## src/exu_defines.svh

```systemverilog
`ifndef EXU_DEFINES_SVH
`define EXU_DEFINES_SVH

// datapath width of the core
`define EXU_XLEN 64

// restoring divider steps, one quotient bit per cycle
`define EXU_DIV_ITERS 64
`define EXU_DIV_ITERS_W 32

// wide enough to hold EXU_DIV_ITERS
`define EXU_CNT_W 7

`endif

```

## src/exu_pkg.sv

```systemverilog
package exu_pkg;

  // operation class, picks the unit that executes
  typedef enum logic [1:0] {
    cls_alu = 2'd0,
    cls_bjp = 2'd1,
    cls_div = 2'd2
  } exu_class_e;

  typedef enum logic [3:0] {
    alu_add  = 4'd0,
    alu_sub  = 4'd1,
    alu_sll  = 4'd2,
    alu_srl  = 4'd3,
    alu_sra  = 4'd4,
    alu_slt  = 4'd5,
    alu_sltu = 4'd6,
    alu_xor  = 4'd7,
    alu_or   = 4'd8,
    alu_and  = 4'd9,
    alu_lui  = 4'd10
  } alu_op_e;

  typedef enum logic [2:0] {
    bjp_jal  = 3'd0,
    bjp_jalr = 3'd1,
    bjp_beq  = 3'd2,
    bjp_bne  = 3'd3,
    bjp_blt  = 3'd4,
    bjp_bge  = 3'd5,
    bjp_bltu = 3'd6,
    bjp_bgeu = 3'd7
  } bjp_op_e;

  typedef enum logic [1:0] {
    div_div  = 2'd0,
    div_divu = 2'd1,
    div_rem  = 2'd2,
    div_remu = 2'd3
  } div_op_e;

  // st_out means the output register holds a result
  typedef enum logic [1:0] {
    st_idle = 2'd0,
    st_div  = 2'd1,
    st_out  = 2'd2
  } ctrl_state_e;

endpackage

```

## src/exu_alu.sv

```systemverilog
`timescale 1ns/1ns
`include "exu_defines.svh"

module exu_alu
  import exu_pkg::*;
(
  input  exu_class_e           class_i,
  input  logic [3:0]           op_i,
  input  logic                 word_i,
  input  logic [`EXU_XLEN-1:0] op1_i,
  input  logic [`EXU_XLEN-1:0] op2_i,
  input  logic [`EXU_XLEN-1:0] pc_i,
  input  logic [`EXU_XLEN-1:0] imm_i,
  output logic [`EXU_XLEN-1:0] res_o,
  output logic                 jump_o,
  output logic [`EXU_XLEN-1:0] jump_addr_o
);

  alu_op_e              alu_op;
  bjp_op_e              bjp_op;
  logic                 is_alu;
  logic                 is_bjp;
  logic                 is_link;
  logic                 sub_need;
  logic [`EXU_XLEN-1:0] adder_in2;
  logic                 adder_cout;
  logic [`EXU_XLEN-1:0] adder_res;
  logic                 lt_s;
  logic                 lt_u;
  logic                 eq;
  logic [`EXU_XLEN-1:0] sll_res;
  logic [`EXU_XLEN-1:0] srl_res;
  logic [`EXU_XLEN-1:0] sra_res;
  logic [31:0]          sllw_res;
  logic [31:0]          srlw_res;
  logic [31:0]          sraw_res;
  logic [`EXU_XLEN-1:0] link;
  logic [`EXU_XLEN-1:0] jmp_base;
  logic [`EXU_XLEN-1:0] jmp_sum;
  logic                 cond;

  assign alu_op  = alu_op_e'(op_i);
  assign bjp_op  = bjp_op_e'(op_i[2:0]);
  assign is_alu  = class_i == cls_alu;
  assign is_bjp  = class_i == cls_bjp;
  assign is_link = is_bjp && (bjp_op == bjp_jal || bjp_op == bjp_jalr);

  // one adder for add/sub, set-less-than and branch compares
  assign sub_need = (is_alu && (alu_op == alu_sub || alu_op == alu_slt || alu_op == alu_sltu))
                  || (is_bjp && !is_link);
  assign adder_in2 = sub_need ? ~op2_i : op2_i;
  assign {adder_cout, adder_res} = {1'b0, op1_i} + {1'b0, adder_in2}
                                 + {{`EXU_XLEN{1'b0}}, sub_need};

  assign lt_s = (op1_i[`EXU_XLEN-1] & ~op2_i[`EXU_XLEN-1])
              | (~(op1_i[`EXU_XLEN-1] ^ op2_i[`EXU_XLEN-1]) & adder_res[`EXU_XLEN-1]);
  // no carry out of a - b means a < b unsigned
  assign lt_u = ~adder_cout;
  assign eq   = adder_res == '0;

  assign sll_res = op1_i << op2_i[5:0];
  assign srl_res = op1_i >> op2_i[5:0];
  assign sra_res = $signed(op1_i) >>> op2_i[5:0];

  // word shifts only look at 5 bits of shamt
  assign sllw_res = op1_i[31:0] << op2_i[4:0];
  assign srlw_res = op1_i[31:0] >> op2_i[4:0];
  assign sraw_res = $signed(op1_i[31:0]) >>> op2_i[4:0];

  always_comb begin
    res_o = '0;
    if (is_alu) begin
      case (alu_op)
        alu_add, alu_sub: res_o = word_i ? {{32{adder_res[31]}}, adder_res[31:0]} : adder_res;
        alu_sll:  res_o = word_i ? {{32{sllw_res[31]}}, sllw_res} : sll_res;
        alu_srl:  res_o = word_i ? {{32{srlw_res[31]}}, srlw_res} : srl_res;
        alu_sra:  res_o = word_i ? {{32{sraw_res[31]}}, sraw_res} : sra_res;
        alu_slt:  res_o = {{(`EXU_XLEN-1){1'b0}}, lt_s};
        alu_sltu: res_o = {{(`EXU_XLEN-1){1'b0}}, lt_u};
        alu_xor:  res_o = op1_i ^ op2_i;
        alu_or:   res_o = op1_i | op2_i;
        alu_and:  res_o = op1_i & op2_i;
        // decoder hands over the shifted upper immediate as op2
        alu_lui:  res_o = op2_i;
        default:  res_o = '0;
      endcase
    end else if (is_link) begin
      res_o = link;
    end
  end

  always_comb begin
    case (bjp_op)
      bjp_jal, bjp_jalr: cond = 1'b1;
      bjp_beq:  cond = eq;
      bjp_bne:  cond = !eq;
      bjp_blt:  cond = lt_s;
      bjp_bge:  cond = !lt_s;
      bjp_bltu: cond = lt_u;
      bjp_bgeu: cond = !lt_u;
      default:  cond = 1'b0;
    endcase
  end

  // return address for jal/jalr
  assign link = pc_i + `EXU_XLEN'd4;

  // jalr is register based, the rest pc relative
  assign jmp_base = (bjp_op == bjp_jalr) ? op1_i : pc_i;
  assign jmp_sum  = jmp_base + imm_i;

  assign jump_o      = is_bjp & cond;
  assign jump_addr_o = !is_bjp ? '0
                     : (bjp_op == bjp_jalr) ? {jmp_sum[`EXU_XLEN-1:1], 1'b0}
                     : jmp_sum;

endmodule

```

## src/exu_div.sv

```systemverilog
`timescale 1ns/1ns
`include "exu_defines.svh"

module exu_div
  import exu_pkg::*;
(
  input  logic                 clk,
  input  logic                 arst_n_i,
  input  logic                 start_i,
  input  logic [1:0]           op_i,
  input  logic                 word_i,
  input  logic [`EXU_XLEN-1:0] op1_i,
  input  logic [`EXU_XLEN-1:0] op2_i,
  input  logic                 last_i,
  output logic                 done_o,
  output logic [`EXU_XLEN-1:0] res_o
);

  div_op_e              div_op;
  logic                 is_signed;
  logic                 is_rem;
  logic                 a_sign;
  logic                 b_sign;
  logic [`EXU_XLEN-1:0] a_neg;
  logic [`EXU_XLEN-1:0] b_neg;
  logic [`EXU_XLEN-1:0] a_mag;
  logic [`EXU_XLEN-1:0] b_mag;
  logic                 b_zero;
  logic                 ovf;
  logic                 run_q;
  logic [`EXU_XLEN-1:0] quo_q;
  logic [`EXU_XLEN-1:0] rem_q;
  logic [`EXU_XLEN-1:0] dvs_q;
  logic [`EXU_XLEN:0]   shifted;
  logic [`EXU_XLEN+1:0] diff;
  logic [`EXU_XLEN-1:0] quo_fix;
  logic [`EXU_XLEN-1:0] rem_fix;
  logic [`EXU_XLEN-1:0] quo_res;
  logic [`EXU_XLEN-1:0] rem_res;
  logic [`EXU_XLEN-1:0] res_full;

  assign div_op    = div_op_e'(op_i);
  assign is_signed = div_op == div_div || div_op == div_rem;
  assign is_rem    = div_op == div_rem || div_op == div_remu;

  // operand fields stay put until the result is taken
  assign a_sign = word_i ? op1_i[31] : op1_i[`EXU_XLEN-1];
  assign b_sign = word_i ? op2_i[31] : op2_i[`EXU_XLEN-1];
  assign a_neg  = -op1_i;
  assign b_neg  = -op2_i;
  assign a_mag  = (is_signed && a_sign) ? (word_i ? {32'b0, a_neg[31:0]} : a_neg)
                                        : (word_i ? {32'b0, op1_i[31:0]} : op1_i);
  assign b_mag  = (is_signed && b_sign) ? (word_i ? {32'b0, b_neg[31:0]} : b_neg)
                                        : (word_i ? {32'b0, op2_i[31:0]} : op2_i);

  assign b_zero = word_i ? (op2_i[31:0] == '0) : (op2_i == '0);
  // most negative dividend over minus one
  assign ovf = is_signed && (word_i ? (op1_i[31:0] == 32'h8000_0000 && &op2_i[31:0])
                                    : (op1_i == {1'b1, {(`EXU_XLEN-1){1'b0}}} && &op2_i));

  // trial subtract of the divisor from the shifted partial remainder
  assign shifted = {rem_q, quo_q[`EXU_XLEN-1]};
  assign diff    = {1'b0, shifted} - {2'b0, dvs_q};

  always_ff @(posedge clk or negedge arst_n_i) begin
    if (!arst_n_i) begin
      run_q  <= 1'b0;
      done_o <= 1'b0;
    end else begin
      done_o <= run_q & last_i;
      if (start_i) begin
        run_q <= 1'b1;
      end else if (last_i) begin
        run_q <= 1'b0;
      end
    end
  end

  always_ff @(posedge clk) begin
    if (start_i) begin
      // word dividend sits in the top half so 32 steps consume it
      quo_q <= word_i ? {a_mag[31:0], 32'b0} : a_mag;
      rem_q <= '0;
      dvs_q <= b_mag;
    end else if (run_q) begin
      quo_q <= {quo_q[`EXU_XLEN-2:0], ~diff[`EXU_XLEN+1]};
      rem_q <= diff[`EXU_XLEN+1] ? shifted[`EXU_XLEN-1:0] : diff[`EXU_XLEN-1:0];
    end
  end

  // quotient negative on differing signs, remainder follows the dividend
  assign quo_fix = (is_signed && (a_sign ^ b_sign)) ? -quo_q : quo_q;
  assign rem_fix = (is_signed && a_sign) ? -rem_q : rem_q;

  always_comb begin
    if (b_zero) begin
      quo_res = '1;
      rem_res = op1_i;
    end else if (ovf) begin
      quo_res = op1_i;
      rem_res = '0;
    end else begin
      quo_res = quo_fix;
      rem_res = rem_fix;
    end
  end

  assign res_full = is_rem ? rem_res : quo_res;
  assign res_o    = word_i ? {{32{res_full[31]}}, res_full[31:0]} : res_full;

endmodule

```

## src/exu_div_cnt.sv

```systemverilog
`timescale 1ns/1ns
`include "exu_defines.svh"

module exu_div_cnt (
  input  logic clk,
  input  logic arst_n_i,
  input  logic start_i,
  input  logic word_i,
  output logic busy_o,
  output logic last_o
);

  localparam logic [`EXU_CNT_W-1:0] iters_full = `EXU_DIV_ITERS;
  localparam logic [`EXU_CNT_W-1:0] iters_word = `EXU_DIV_ITERS_W;
  localparam logic [`EXU_CNT_W-1:0] cnt_one    = 1;

  logic [`EXU_CNT_W-1:0] cnt_q;

  always_ff @(posedge clk or negedge arst_n_i) begin
    if (!arst_n_i) begin
      cnt_q <= '0;
    end else if (start_i) begin
      cnt_q <= word_i ? iters_word : iters_full;
    end else if (busy_o) begin
      cnt_q <= cnt_q - cnt_one;
    end
  end

  assign busy_o = cnt_q != '0;
  // final divider step happens at the next edge
  assign last_o = cnt_q == cnt_one;

endmodule

```

## src/exu_ctrl.sv

```systemverilog
`timescale 1ns/1ns
`include "exu_defines.svh"

module exu_ctrl
  import exu_pkg::*;
(
  input  logic                 clk,
  input  logic                 arst_n_i,
  input  logic                 in_valid_i,
  output logic                 in_ready_o,
  input  exu_class_e           class_i,
  input  logic [3:0]           op_i,
  input  logic                 word_i,
  input  logic [`EXU_XLEN-1:0] op1_i,
  input  logic [`EXU_XLEN-1:0] op2_i,
  input  logic [`EXU_XLEN-1:0] pc_i,
  input  logic [`EXU_XLEN-1:0] imm_i,
  input  logic [4:0]           rd_idx_i,
  output logic                 out_valid_o,
  input  logic                 out_ready_i,
  output logic [`EXU_XLEN-1:0] res_o,
  output logic [4:0]           rd_idx_o,
  output logic                 jump_o,
  output logic [`EXU_XLEN-1:0] jump_addr_o,
  input  logic [`EXU_XLEN-1:0] alu_res_i,
  input  logic                 jump_i,
  input  logic [`EXU_XLEN-1:0] jump_addr_i,
  output logic                 div_start_o,
  input  logic                 div_done_i,
  input  logic [`EXU_XLEN-1:0] div_res_i,
  output exu_class_e           class_q_o,
  output logic [3:0]           op_q_o,
  output logic                 word_q_o,
  output logic [`EXU_XLEN-1:0] op1_q_o,
  output logic [`EXU_XLEN-1:0] op2_q_o,
  output logic [`EXU_XLEN-1:0] pc_q_o,
  output logic [`EXU_XLEN-1:0] imm_q_o
);

  ctrl_state_e state_q;
  ctrl_state_e state_d;
  logic        live_q;
  logic        alu_q;
  logic        pend_q;
  logic        pend_d;
  logic        start_d;
  logic        free;
  logic        accept;
  logic        acc_div;
  logic        load_alu;
  logic        load_div;
  logic [4:0]  rd_q;

  // output register empty, or emptied at this edge
  assign free     = (state_q == st_idle) || (state_q == st_out && out_ready_i);
  // live_q keeps ready low until the first edge out of reset
  assign in_ready_o  = live_q & free & ~pend_q;
  assign accept      = in_valid_i & in_ready_o;
  assign acc_div     = accept && class_i == cls_div;
  // alu_q marks captured fields whose ALU result is not registered yet
  assign load_alu    = free & alu_q;
  assign load_div    = (state_q == st_div) & div_done_i;
  assign out_valid_o = state_q == st_out;

  always_comb begin
    state_d = state_q;
    pend_d  = pend_q;
    start_d = 1'b0;
    if (free) begin
      if (alu_q) begin
        // a divide arriving now waits until this result drains
        state_d = st_out;
        pend_d  = acc_div;
      end else if (pend_q || acc_div) begin
        state_d = st_div;
        pend_d  = 1'b0;
        start_d = 1'b1;
      end else begin
        state_d = st_idle;
      end
    end else if (load_div) begin
      state_d = st_out;
    end
  end

  always_ff @(posedge clk or negedge arst_n_i) begin
    if (!arst_n_i) begin
      state_q     <= st_idle;
      live_q      <= 1'b0;
      alu_q       <= 1'b0;
      pend_q      <= 1'b0;
      div_start_o <= 1'b0;
    end else begin
      state_q     <= state_d;
      live_q      <= 1'b1;
      pend_q      <= pend_d;
      div_start_o <= start_d;
      if (accept) begin
        alu_q <= class_i != cls_div;
      end else if (load_alu) begin
        alu_q <= 1'b0;
      end
    end
  end

  // operation fields, held while the op is being executed
  always_ff @(posedge clk) begin
    if (accept) begin
      class_q_o <= class_i;
      op_q_o    <= op_i;
      word_q_o  <= word_i;
      op1_q_o   <= op1_i;
      op2_q_o   <= op2_i;
      pc_q_o    <= pc_i;
      imm_q_o   <= imm_i;
      rd_q      <= rd_idx_i;
    end
  end

  always_ff @(posedge clk) begin
    if (load_alu) begin
      res_o       <= alu_res_i;
      jump_o      <= jump_i;
      jump_addr_o <= jump_addr_i;
      rd_idx_o    <= rd_q;
    end else if (load_div) begin
      res_o       <= div_res_i;
      jump_o      <= 1'b0;
      jump_addr_o <= '0;
      rd_idx_o    <= rd_q;
    end
  end

endmodule

```

## src/exu_top.sv

```systemverilog
`timescale 1ns/1ns
`include "exu_defines.svh"

module exu_top
  import exu_pkg::*;
(
  input  logic                 clk,
  input  logic                 arst_n_i,
  input  logic                 in_valid_i,
  output logic                 in_ready_o,
  input  exu_class_e           class_i,
  input  logic [3:0]           op_i,
  input  logic                 word_i,
  input  logic [`EXU_XLEN-1:0] op1_i,
  input  logic [`EXU_XLEN-1:0] op2_i,
  input  logic [`EXU_XLEN-1:0] pc_i,
  input  logic [`EXU_XLEN-1:0] imm_i,
  input  logic [4:0]           rd_idx_i,
  output logic                 out_valid_o,
  input  logic                 out_ready_i,
  output logic [`EXU_XLEN-1:0] res_o,
  output logic [4:0]           rd_idx_o,
  output logic                 jump_o,
  output logic [`EXU_XLEN-1:0] jump_addr_o
);

  exu_class_e           class_q;
  logic [3:0]           op_q;
  logic                 word_q;
  logic [`EXU_XLEN-1:0] op1_q;
  logic [`EXU_XLEN-1:0] op2_q;
  logic [`EXU_XLEN-1:0] pc_q;
  logic [`EXU_XLEN-1:0] imm_q;
  logic [`EXU_XLEN-1:0] alu_res;
  logic                 alu_jump;
  logic [`EXU_XLEN-1:0] alu_jump_addr;
  logic                 div_start;
  logic                 div_done;
  logic [`EXU_XLEN-1:0] div_res;
  logic                 div_last;
  // divider activity, watched by the checker
  logic                 div_busy;

  exu_ctrl u_ctrl (
    .clk         (clk),
    .arst_n_i    (arst_n_i),
    .in_valid_i  (in_valid_i),
    .in_ready_o  (in_ready_o),
    .class_i     (class_i),
    .op_i        (op_i),
    .word_i      (word_i),
    .op1_i       (op1_i),
    .op2_i       (op2_i),
    .pc_i        (pc_i),
    .imm_i       (imm_i),
    .rd_idx_i    (rd_idx_i),
    .out_valid_o (out_valid_o),
    .out_ready_i (out_ready_i),
    .res_o       (res_o),
    .rd_idx_o    (rd_idx_o),
    .jump_o      (jump_o),
    .jump_addr_o (jump_addr_o),
    .alu_res_i   (alu_res),
    .jump_i      (alu_jump),
    .jump_addr_i (alu_jump_addr),
    .div_start_o (div_start),
    .div_done_i  (div_done),
    .div_res_i   (div_res),
    .class_q_o   (class_q),
    .op_q_o      (op_q),
    .word_q_o    (word_q),
    .op1_q_o     (op1_q),
    .op2_q_o     (op2_q),
    .pc_q_o      (pc_q),
    .imm_q_o     (imm_q)
  );

  exu_alu u_alu (
    .class_i     (class_q),
    .op_i        (op_q),
    .word_i      (word_q),
    .op1_i       (op1_q),
    .op2_i       (op2_q),
    .pc_i        (pc_q),
    .imm_i       (imm_q),
    .res_o       (alu_res),
    .jump_o      (alu_jump),
    .jump_addr_o (alu_jump_addr)
  );

  exu_div u_div (
    .clk      (clk),
    .arst_n_i (arst_n_i),
    .start_i  (div_start),
    .op_i     (op_q[1:0]),
    .word_i   (word_q),
    .op1_i    (op1_q),
    .op2_i    (op2_q),
    .last_i   (div_last),
    .done_o   (div_done),
    .res_o    (div_res)
  );

  exu_div_cnt u_div_cnt (
    .clk      (clk),
    .arst_n_i (arst_n_i),
    .start_i  (div_start),
    .word_i   (word_q),
    .busy_o   (div_busy),
    .last_o   (div_last)
  );

endmodule

```

## config.mk

```make
export PLATFORM = sky130hd
export DESIGN_NAME = exu_top
export DESIGN_NICKNAME = d
export VERILOG_FILES = /design/src/exu_pkg.sv /design/src/exu_alu.sv /design/src/exu_div.sv /design/src/exu_div_cnt.sv /design/src/exu_ctrl.sv /design/src/exu_top.sv
export VERILOG_INCLUDE_DIRS = /design/src /design/src/src
export SDC_FILE = /design/constraint.sdc
export NUM_CORES = 2
export LEC_CHECK = 0
export BUFFER_PORTS_ARGS = -buffer_cell sky130_fd_sc_hd__buf_2
export CAP_MARGIN = 20
export CORE_ASPECT_RATIO = 1.1
export CORE_UTILIZATION = 46
export DETAILED_ROUTE_END_ITERATION = 10
export PLACE_DENSITY = 0.65
export SLEW_MARGIN = 20
export SYNTH_ARGS = -nofsm -noshare
export SYNTH_HDL_FRONTEND = slang
export SYNTH_SLANG_ARGS = --single-unit
```

## constraint.sdc

```tcl
create_clock -name clk -period 11.1 [get_ports clk]
set_input_delay 3.33 -clock clk [delete_from_list [all_inputs] [get_ports clk]]
set_output_delay 3.33 -clock clk [all_outputs]
set_load 0.03 [all_outputs]
```

; Yosys cells after proc, flatten, opt, wreduce, memory -nomap -nowiden
; Cells that the tools add are included.
[op_classes]
addsub = 10
n_eq_ne = 27
shift = 6
n_mux = 58
n_bitwise = 21
reduce_logical = 43
[ops]
columns = operator, count
row1 = two-way mux 64 bit, 31
row2 = one-hot mux 64 bit (10 select lines), 1
row3 = negator 64 bit, 4
row4 = logical NOT 64 bit, 2
row5 = subtractor 65 x 64 -> 66 bit, 1
row6 = adder 64 x 64 -> 65 bit, 1
row7 = adder 65 x 1 -> 65 bit, 1
row8 = adder 64 x 3 -> 64 bit (second input constant), 1
row9 = adder 64 bit, 1
row10 = bitwise AND 64 bit, 1
row11 = == test 64 bit (second input constant), 1
row12 = NOT 64 bit, 1
row13 = OR 64 bit, 1
row14 = AND reduction 64 bit, 1
row15 = left shift 64 x 6 -> 64 bit, 1
row16 = right shift 64 x 6 -> 64 bit, 1
row17 = >>> shifter 64 x 6 -> 64 bit, 1
row18 = XOR 64 bit, 1
row19 = == test 32 bit (second input constant), 1
row20 = logical NOT 32 bit, 1
row21 = AND reduction 32 bit, 1
row22 = left shift 32 x 5 -> 32 bit, 1
row23 = right shift 32 x 5 -> 32 bit, 1
row24 = >>> shifter 32 x 5 -> 32 bit, 1
row25 = other kinds (31), 107
[totals]
reg_bits = 609
in_bits = 272
output_inout_bits = 136
wordCells = 188

; Depth between registers and ports, before layout
[depth]
depth_word = 15
mapped_depth = 24
depth_no_buf = 21

; Cells and area by module
; A second synthesis with hierarchy kept.
[unflattened]
cells_unflattened = 6914
hier_area_um2 = 57370.0
[modules_own_cells]
columns = module, instances, cells_per_inst, area_each_um2, seq_area_each_um2
row1 = exu_alu, 1, 3760, 24083.1, 0.0
row2 = exu_div, 1, 2537, 19294.8, 5175.0
row3 = exu_ctrl, 1, 572, 13593.0, 12221.7
row4 = exu_div_cnt, 1, 45, 399.1, 175.2

; Least setup slack after synthesis
; No wires, ideal clock.
[synth_path]
path_type = input-to-reg
start = in out_ready_i
end = reg u_ctrl.state_q[0]
setup_time_ps = 64
arrival_time_ps = 11595
required_time_ps = 11036
slack_ps = -559
cell_stages = 8
path_buffers = 0
path_cell_list = inv_1 -> a21o_1 -> nor3b_1 -> and2_1 -> and3b_1 -> nor2_1 -> nor3_1 -> a21o_1
[synth_between]
elab_chain_len = 10
elab_cells_between_ends = 11
cone_classes = mux: 3 / bitwise: 3 / reduce/logical: 5
[synth_rtl]
columns = element, line
row1 = from (decl), exu_top.sv:20  ; input logic out_ready_i,
row2 = logical AND 1 bit, exu_ctrl.sv:55  ; assign free = (state_q == st_idle) || (state_q == st_out && out_ready_i);
row3 = logical OR 1 bit, exu_ctrl.sv:55
row4 = bitwise AND 1 bit (2 in series), exu_ctrl.sv:57  ; assign in_ready_o = live_q & free & ~pend_q;
row5 = named net in_ready_o, exu_top.sv:10  ; output logic in_ready_o,
row6 = bitwise AND 1 bit, exu_ctrl.sv:58  ; assign accept = in_valid_i & in_ready_o;
row7 = named net u_ctrl.accept, exu_ctrl.sv:48  ; logic accept;
row8 = logical AND 1 bit, exu_ctrl.sv:59  ; assign acc_div = accept && class_i == cls_div;
row9 = logical OR 1 bit, exu_ctrl.sv:74  ; end else if (pend_q || acc_div) begin
row10 = two-way mux 1 bit, exu_ctrl.sv:74
row11 = two-way mux 2 bit, exu_ctrl.sv:70  ; if (alu_q) begin
row12 = two-way mux 2 bit, exu_ctrl.sv:69  ; if (free) begin
row13 = to (signal assigned), exu_ctrl.sv:88  ; state_q <= st_idle;
row14 = to (signal assigned), exu_ctrl.sv:94  ; state_q <= state_d;
row15 = to (decl), exu_ctrl.sv:40  ; ctrl_state_e state_q;
; The timed path passes the listed nets, and every way through them passes these cells.
; A chain may end at the register's enable or synchronous reset.

; Worst setup path after layout
[layout_path]
start = in out_ready_i
end = out in_ready_o
[layout_between]
elab_chain_len = 4
[layout_rtl]
columns = element, line
row1 = logical AND 1 bit, exu_ctrl.sv:55
row2 = logical OR 1 bit, exu_ctrl.sv:55
row3 = bitwise AND 1 bit (2 in series), exu_ctrl.sv:57
row4 = to (decl), exu_top.sv:10
; No other way between the ends.

==> summary.txt <==
Flop pwr share = 0.273
final hold violation count = 0
crit end category = primary output
initial antenna violation count = 36
Max FO, Critical Path = 6
CTS tree = built
vias per inst = 6.822
worst stage delay on the critical path = 0.28 ns
Clock transition at path regs = 0.05 ns
flops & latches, synth = 609
Worst Reg-to-Reg Cells = 22
Syn-to-layout area delta = 11.30%
Comb power frac = 0.542
Reg2Reg Capture Point = u_ctrl.res_o[62]$_DFFE_PP_
Mean Syn Cell Area = 8.257 sq um
Critical Path, Cell by Cell = buf_2 -> inv_1 -> a21o_1 -> nor3b_1 -> buf_2
final period utilization = 0.6793
R2R Setup Slk = 3.61 ns
sw power = 6.559 mW
clk buf depth = 3
WHS = 0.4200 ns
Setup crit start kind = input port
# rows = 134
setup TNS = 0 ns
global-route wire length before repair = 400200 microns
dpl ws = 3.571 ns
worst setup path class = input port to primary output
PostCTS Resize Cnt = 0
CP Data Required Time = 7.77 ns
Syn Nets = 7413
Tot Pwr = 13.60 mW
Worst Hold Class = flip-flop to flip-flop
Clk pwr share = 0.184
Max VDD drop = 0.0001413 V
setup violators final = 0
post-CTS setup buffers = 0
die span in y = 368.7 microns
RSZ-0062 raised after global routing = no
Power Internal = 7.042 mW
final WL = 287900 microns
worst path bufs/invs = 3
Die W = 335.3 microns
post-detail-place hpwl = 217200 microns
Initial Utilization = 0.4638
Slew @ Worst Pin = 1.346 ns
layout cells sized above 1 = 0.1298
remaining global-route overflow = 0
CTS Sinks = 609
Cell variety after synth = 92
initial DRC count = 9082
port bufs = 407
routability cong. = 1.142
top_reg_cell synth = edfxtp_1
Die Area = 0.1236 sq mm
placed cell areas = 0.06002 sq mm
post-route ant nets = 0
switching fraction of total power = 0.4823
power per cell area = 217.4 mW/mm^2
CP top delay family = buffers and inverters
post-DR wirelength/cell = 33.14 microns
Syn. warnings = 0
Post-synth EDFFs = 530
fin worst setup slack = 3.559 ns
final instance area = 0.06257 sq mm
Root Buffer = clkbuf_16
Critical R2R Launch = u_ctrl.op_q_o[2]$_DFFE_PP_
status = complete, no violations
drt pass-1 iters = 9
Tmin final = 7.541 ns
Min-Delay Path Depth = 0
cts bufs inserted = 73
DRC violations left = 0
H-tree depth = 3
Post-Syn Instances = 6809
Post-Syn Area = 0.05622 sq mm
Core Region = 0.1212 sq mm
vias in the first global route = 55450
HP Start = u_ctrl.rd_q[0]$_DFFE_PP_
leakage power = 24.32 nW
hold_buf cts = 0
maximum clock rate = 132.6 MHz
Rel. slew slack = 0.1028
I/O Pins = 408
Max Cap Viol = 0
clock latency at the later pin of the worst-skew pair = 0.73 ns
post-synthesis async set-or-reset flop share = 0.02463
vias = 59270
most numerous cell on the critical path = buf_2
Worst Hold Endpoint = u_ctrl.rd_idx_o[0]$_DFFE_PP_
Post-Route Skew = 0.05841 ns
CP arrival = 4.21 ns
Slew Viols, Final = 0
Setup crit start = out_ready_i
Slowest-stage cell, CP = nor3b_1
sequential share of the synthesized area = 0.3126
largest net degree at the start of global routing = 165
layout net count = 7589
gr usage total = 0.4525
==> per-stage QoR <==
step             util  std cells
2_1_floorplan       -       6809
3_3_place_gp   0.4951       8539
3_5_place_dp   0.4951       8539
4_1_cts        0.5154       8672
5_1_grt        0.5159       8675
6_report       0.5162       8688
==> layer usage <==
layer  global-route usage  wire [microns]  vias to the layer above
met2               0.6512          117600                     4384
met4               0.3264           25110                       26
li1                     -               -                    25545
met5             0.004728             154                        -
met1               0.5393          104400                    28166
met3               0.1885           40600                     1149
==> state kept, by name, summed over array words and instances, names as in the netlist <==
register and flops:
u_ctrl.class_q_o 2, u_ctrl.live_q 1, u_ctrl.state_q 2, u_ctrl.rd_idx_o 5, u_ctrl.jump_addr_o 64, u_ctrl.word_q_o 1, u_div_cnt.cnt_q 7, u_ctrl.res_o 64
u_ctrl.imm_q_o 64, u_ctrl.jump_o 1, u_div.quo_q 64, u_div.rem_q 64, u_ctrl.alu_q 1, u_ctrl.op2_q_o 64, u_ctrl.op_q_o 4, u_div.dvs_q 64
u_ctrl.pc_q_o 64, u_ctrl.rd_q 5, u_ctrl.div_start_o 1, u_div.done_o 1, u_div.run_q 1, u_ctrl.pend_q 1, u_ctrl.op1_q_o 64
==> layout make-up <==
class,instances,area (sq um)
tap,1632,2042
multi-input combinational,5406,35850
timing repair buffer,576,3408
antenna,13,32.53
sequential,609,17580
clock buffer,84,1962
clock inverter,49,495.5
fill,11679,58650
inverter,319,1204
==> power by group through the flow <==
| stage | Clock, mW | Sequential, mW | Combinational [mW] |
|---|---|---|---|
| after floorplan | 0 | 3.78 | 4.60 |
| after global placement | 0 | 3.72 | 6.91 |
| after detailed placement | 0 | 3.73 | 6.96 |
| after CTS | 2.53 | 3.69 | 7.00 |
| after global routing | 2.61 | 3.76 | 7.78 |
| final | 2.51 | 3.72 | 7.37 |
==> how the worst max path moves through the flow <==
stage | to | depth (start not counted)
after floorplan | u_ctrl.jump_addr_o[0]$_SDFFCE_PP0P_ | 2
after global placement | in_ready_o | 5
after detailed placement | in_ready_o | 5
after CTS | in_ready_o | 5
after global routing | u_ctrl.jump_o$_SDFFCE_PN0P_ | 22
final | in_ready_o | 5
==> synthesized netlist by cell type (100+ instances only) <==
master | number | area (sq um)
clkbuf_1 | 394 | 1479
a211oi_1 | 116 | 870.8
nand2_1 | 533 | 2001
nand3_1 | 122 | 610.6
a21oi_1 | 655 | 3278
nor2_1 | 724 | 2718
xor2_1 | 140 | 1226
o21ai_0 | 614 | 3073
ha_1 | 329 | 4116
xnor2_1 | 404 | 3538
a21o_1 | 158 | 1186
edfxtp_1 | 530 | 15920
inv_1 | 309 | 1160
mux2i_1 | 183 | 1832
nor3_1 | 100 | 500.5
==> cell families (layout without fill, tap and decap cells) <==
family	Yosys count	after routing	share of synthesized area
AOI/OAI and AO/OA	2318	2318	0.2579
xor gates and xnor gates	544	544	0.08475
adders and majority gates	332	332	0.07429
buffers and inverters	794	1028	0.05337
DFF	609	609	0.3126
muxes	301	301	0.06283
other	1	14	0.00006670
and+or+nand+nor	1910	1910	0.1543
==> cells in the final DEF (no fill, tap or decap), types with 34 or more instances in the layout <==
cell type / synthesis / layout
and3_1: 40 / 39
mux2_2: 85 / 85
nand2b_1: 67 / 66
xor2_1: 140 / 140
nand2_1: 533 / 531
a21oi_1: 655 / 652
inv_1: 309 / 307
nand3_1: 122 / 121
dfxtp_1: 64 / 64
o221ai_1: 35 / 35
a211oi_1: 116 / 114
nand4_1: 94 / 94
o21a_1: 44 / 44
o22ai_1: 96 / 96
xnor2_1: 404 / 404
nor2_1: 724 / 715
or3_1: 37 / 37
nor4_1: 41 / 40
o211ai_1: 90 / 90
edfxtp_1: 530 / 530
nor2b_1: 34 / 34
ha_1: 329 / 329
o21ai_0: 614 / 610
nor3_1: 100 / 94
buf_2: 15 / 407
mux2i_1: 183 / 182
buf_4: 0 / 159
a22oi_1: 61 / 60
a21o_1: 158 / 158
a31oi_1: 66 / 66
o31ai_1: 60 / 60
a221oi_1: 79 / 79
clkbuf_16: 0 / 76
Power figures use the tool's default switching activity.
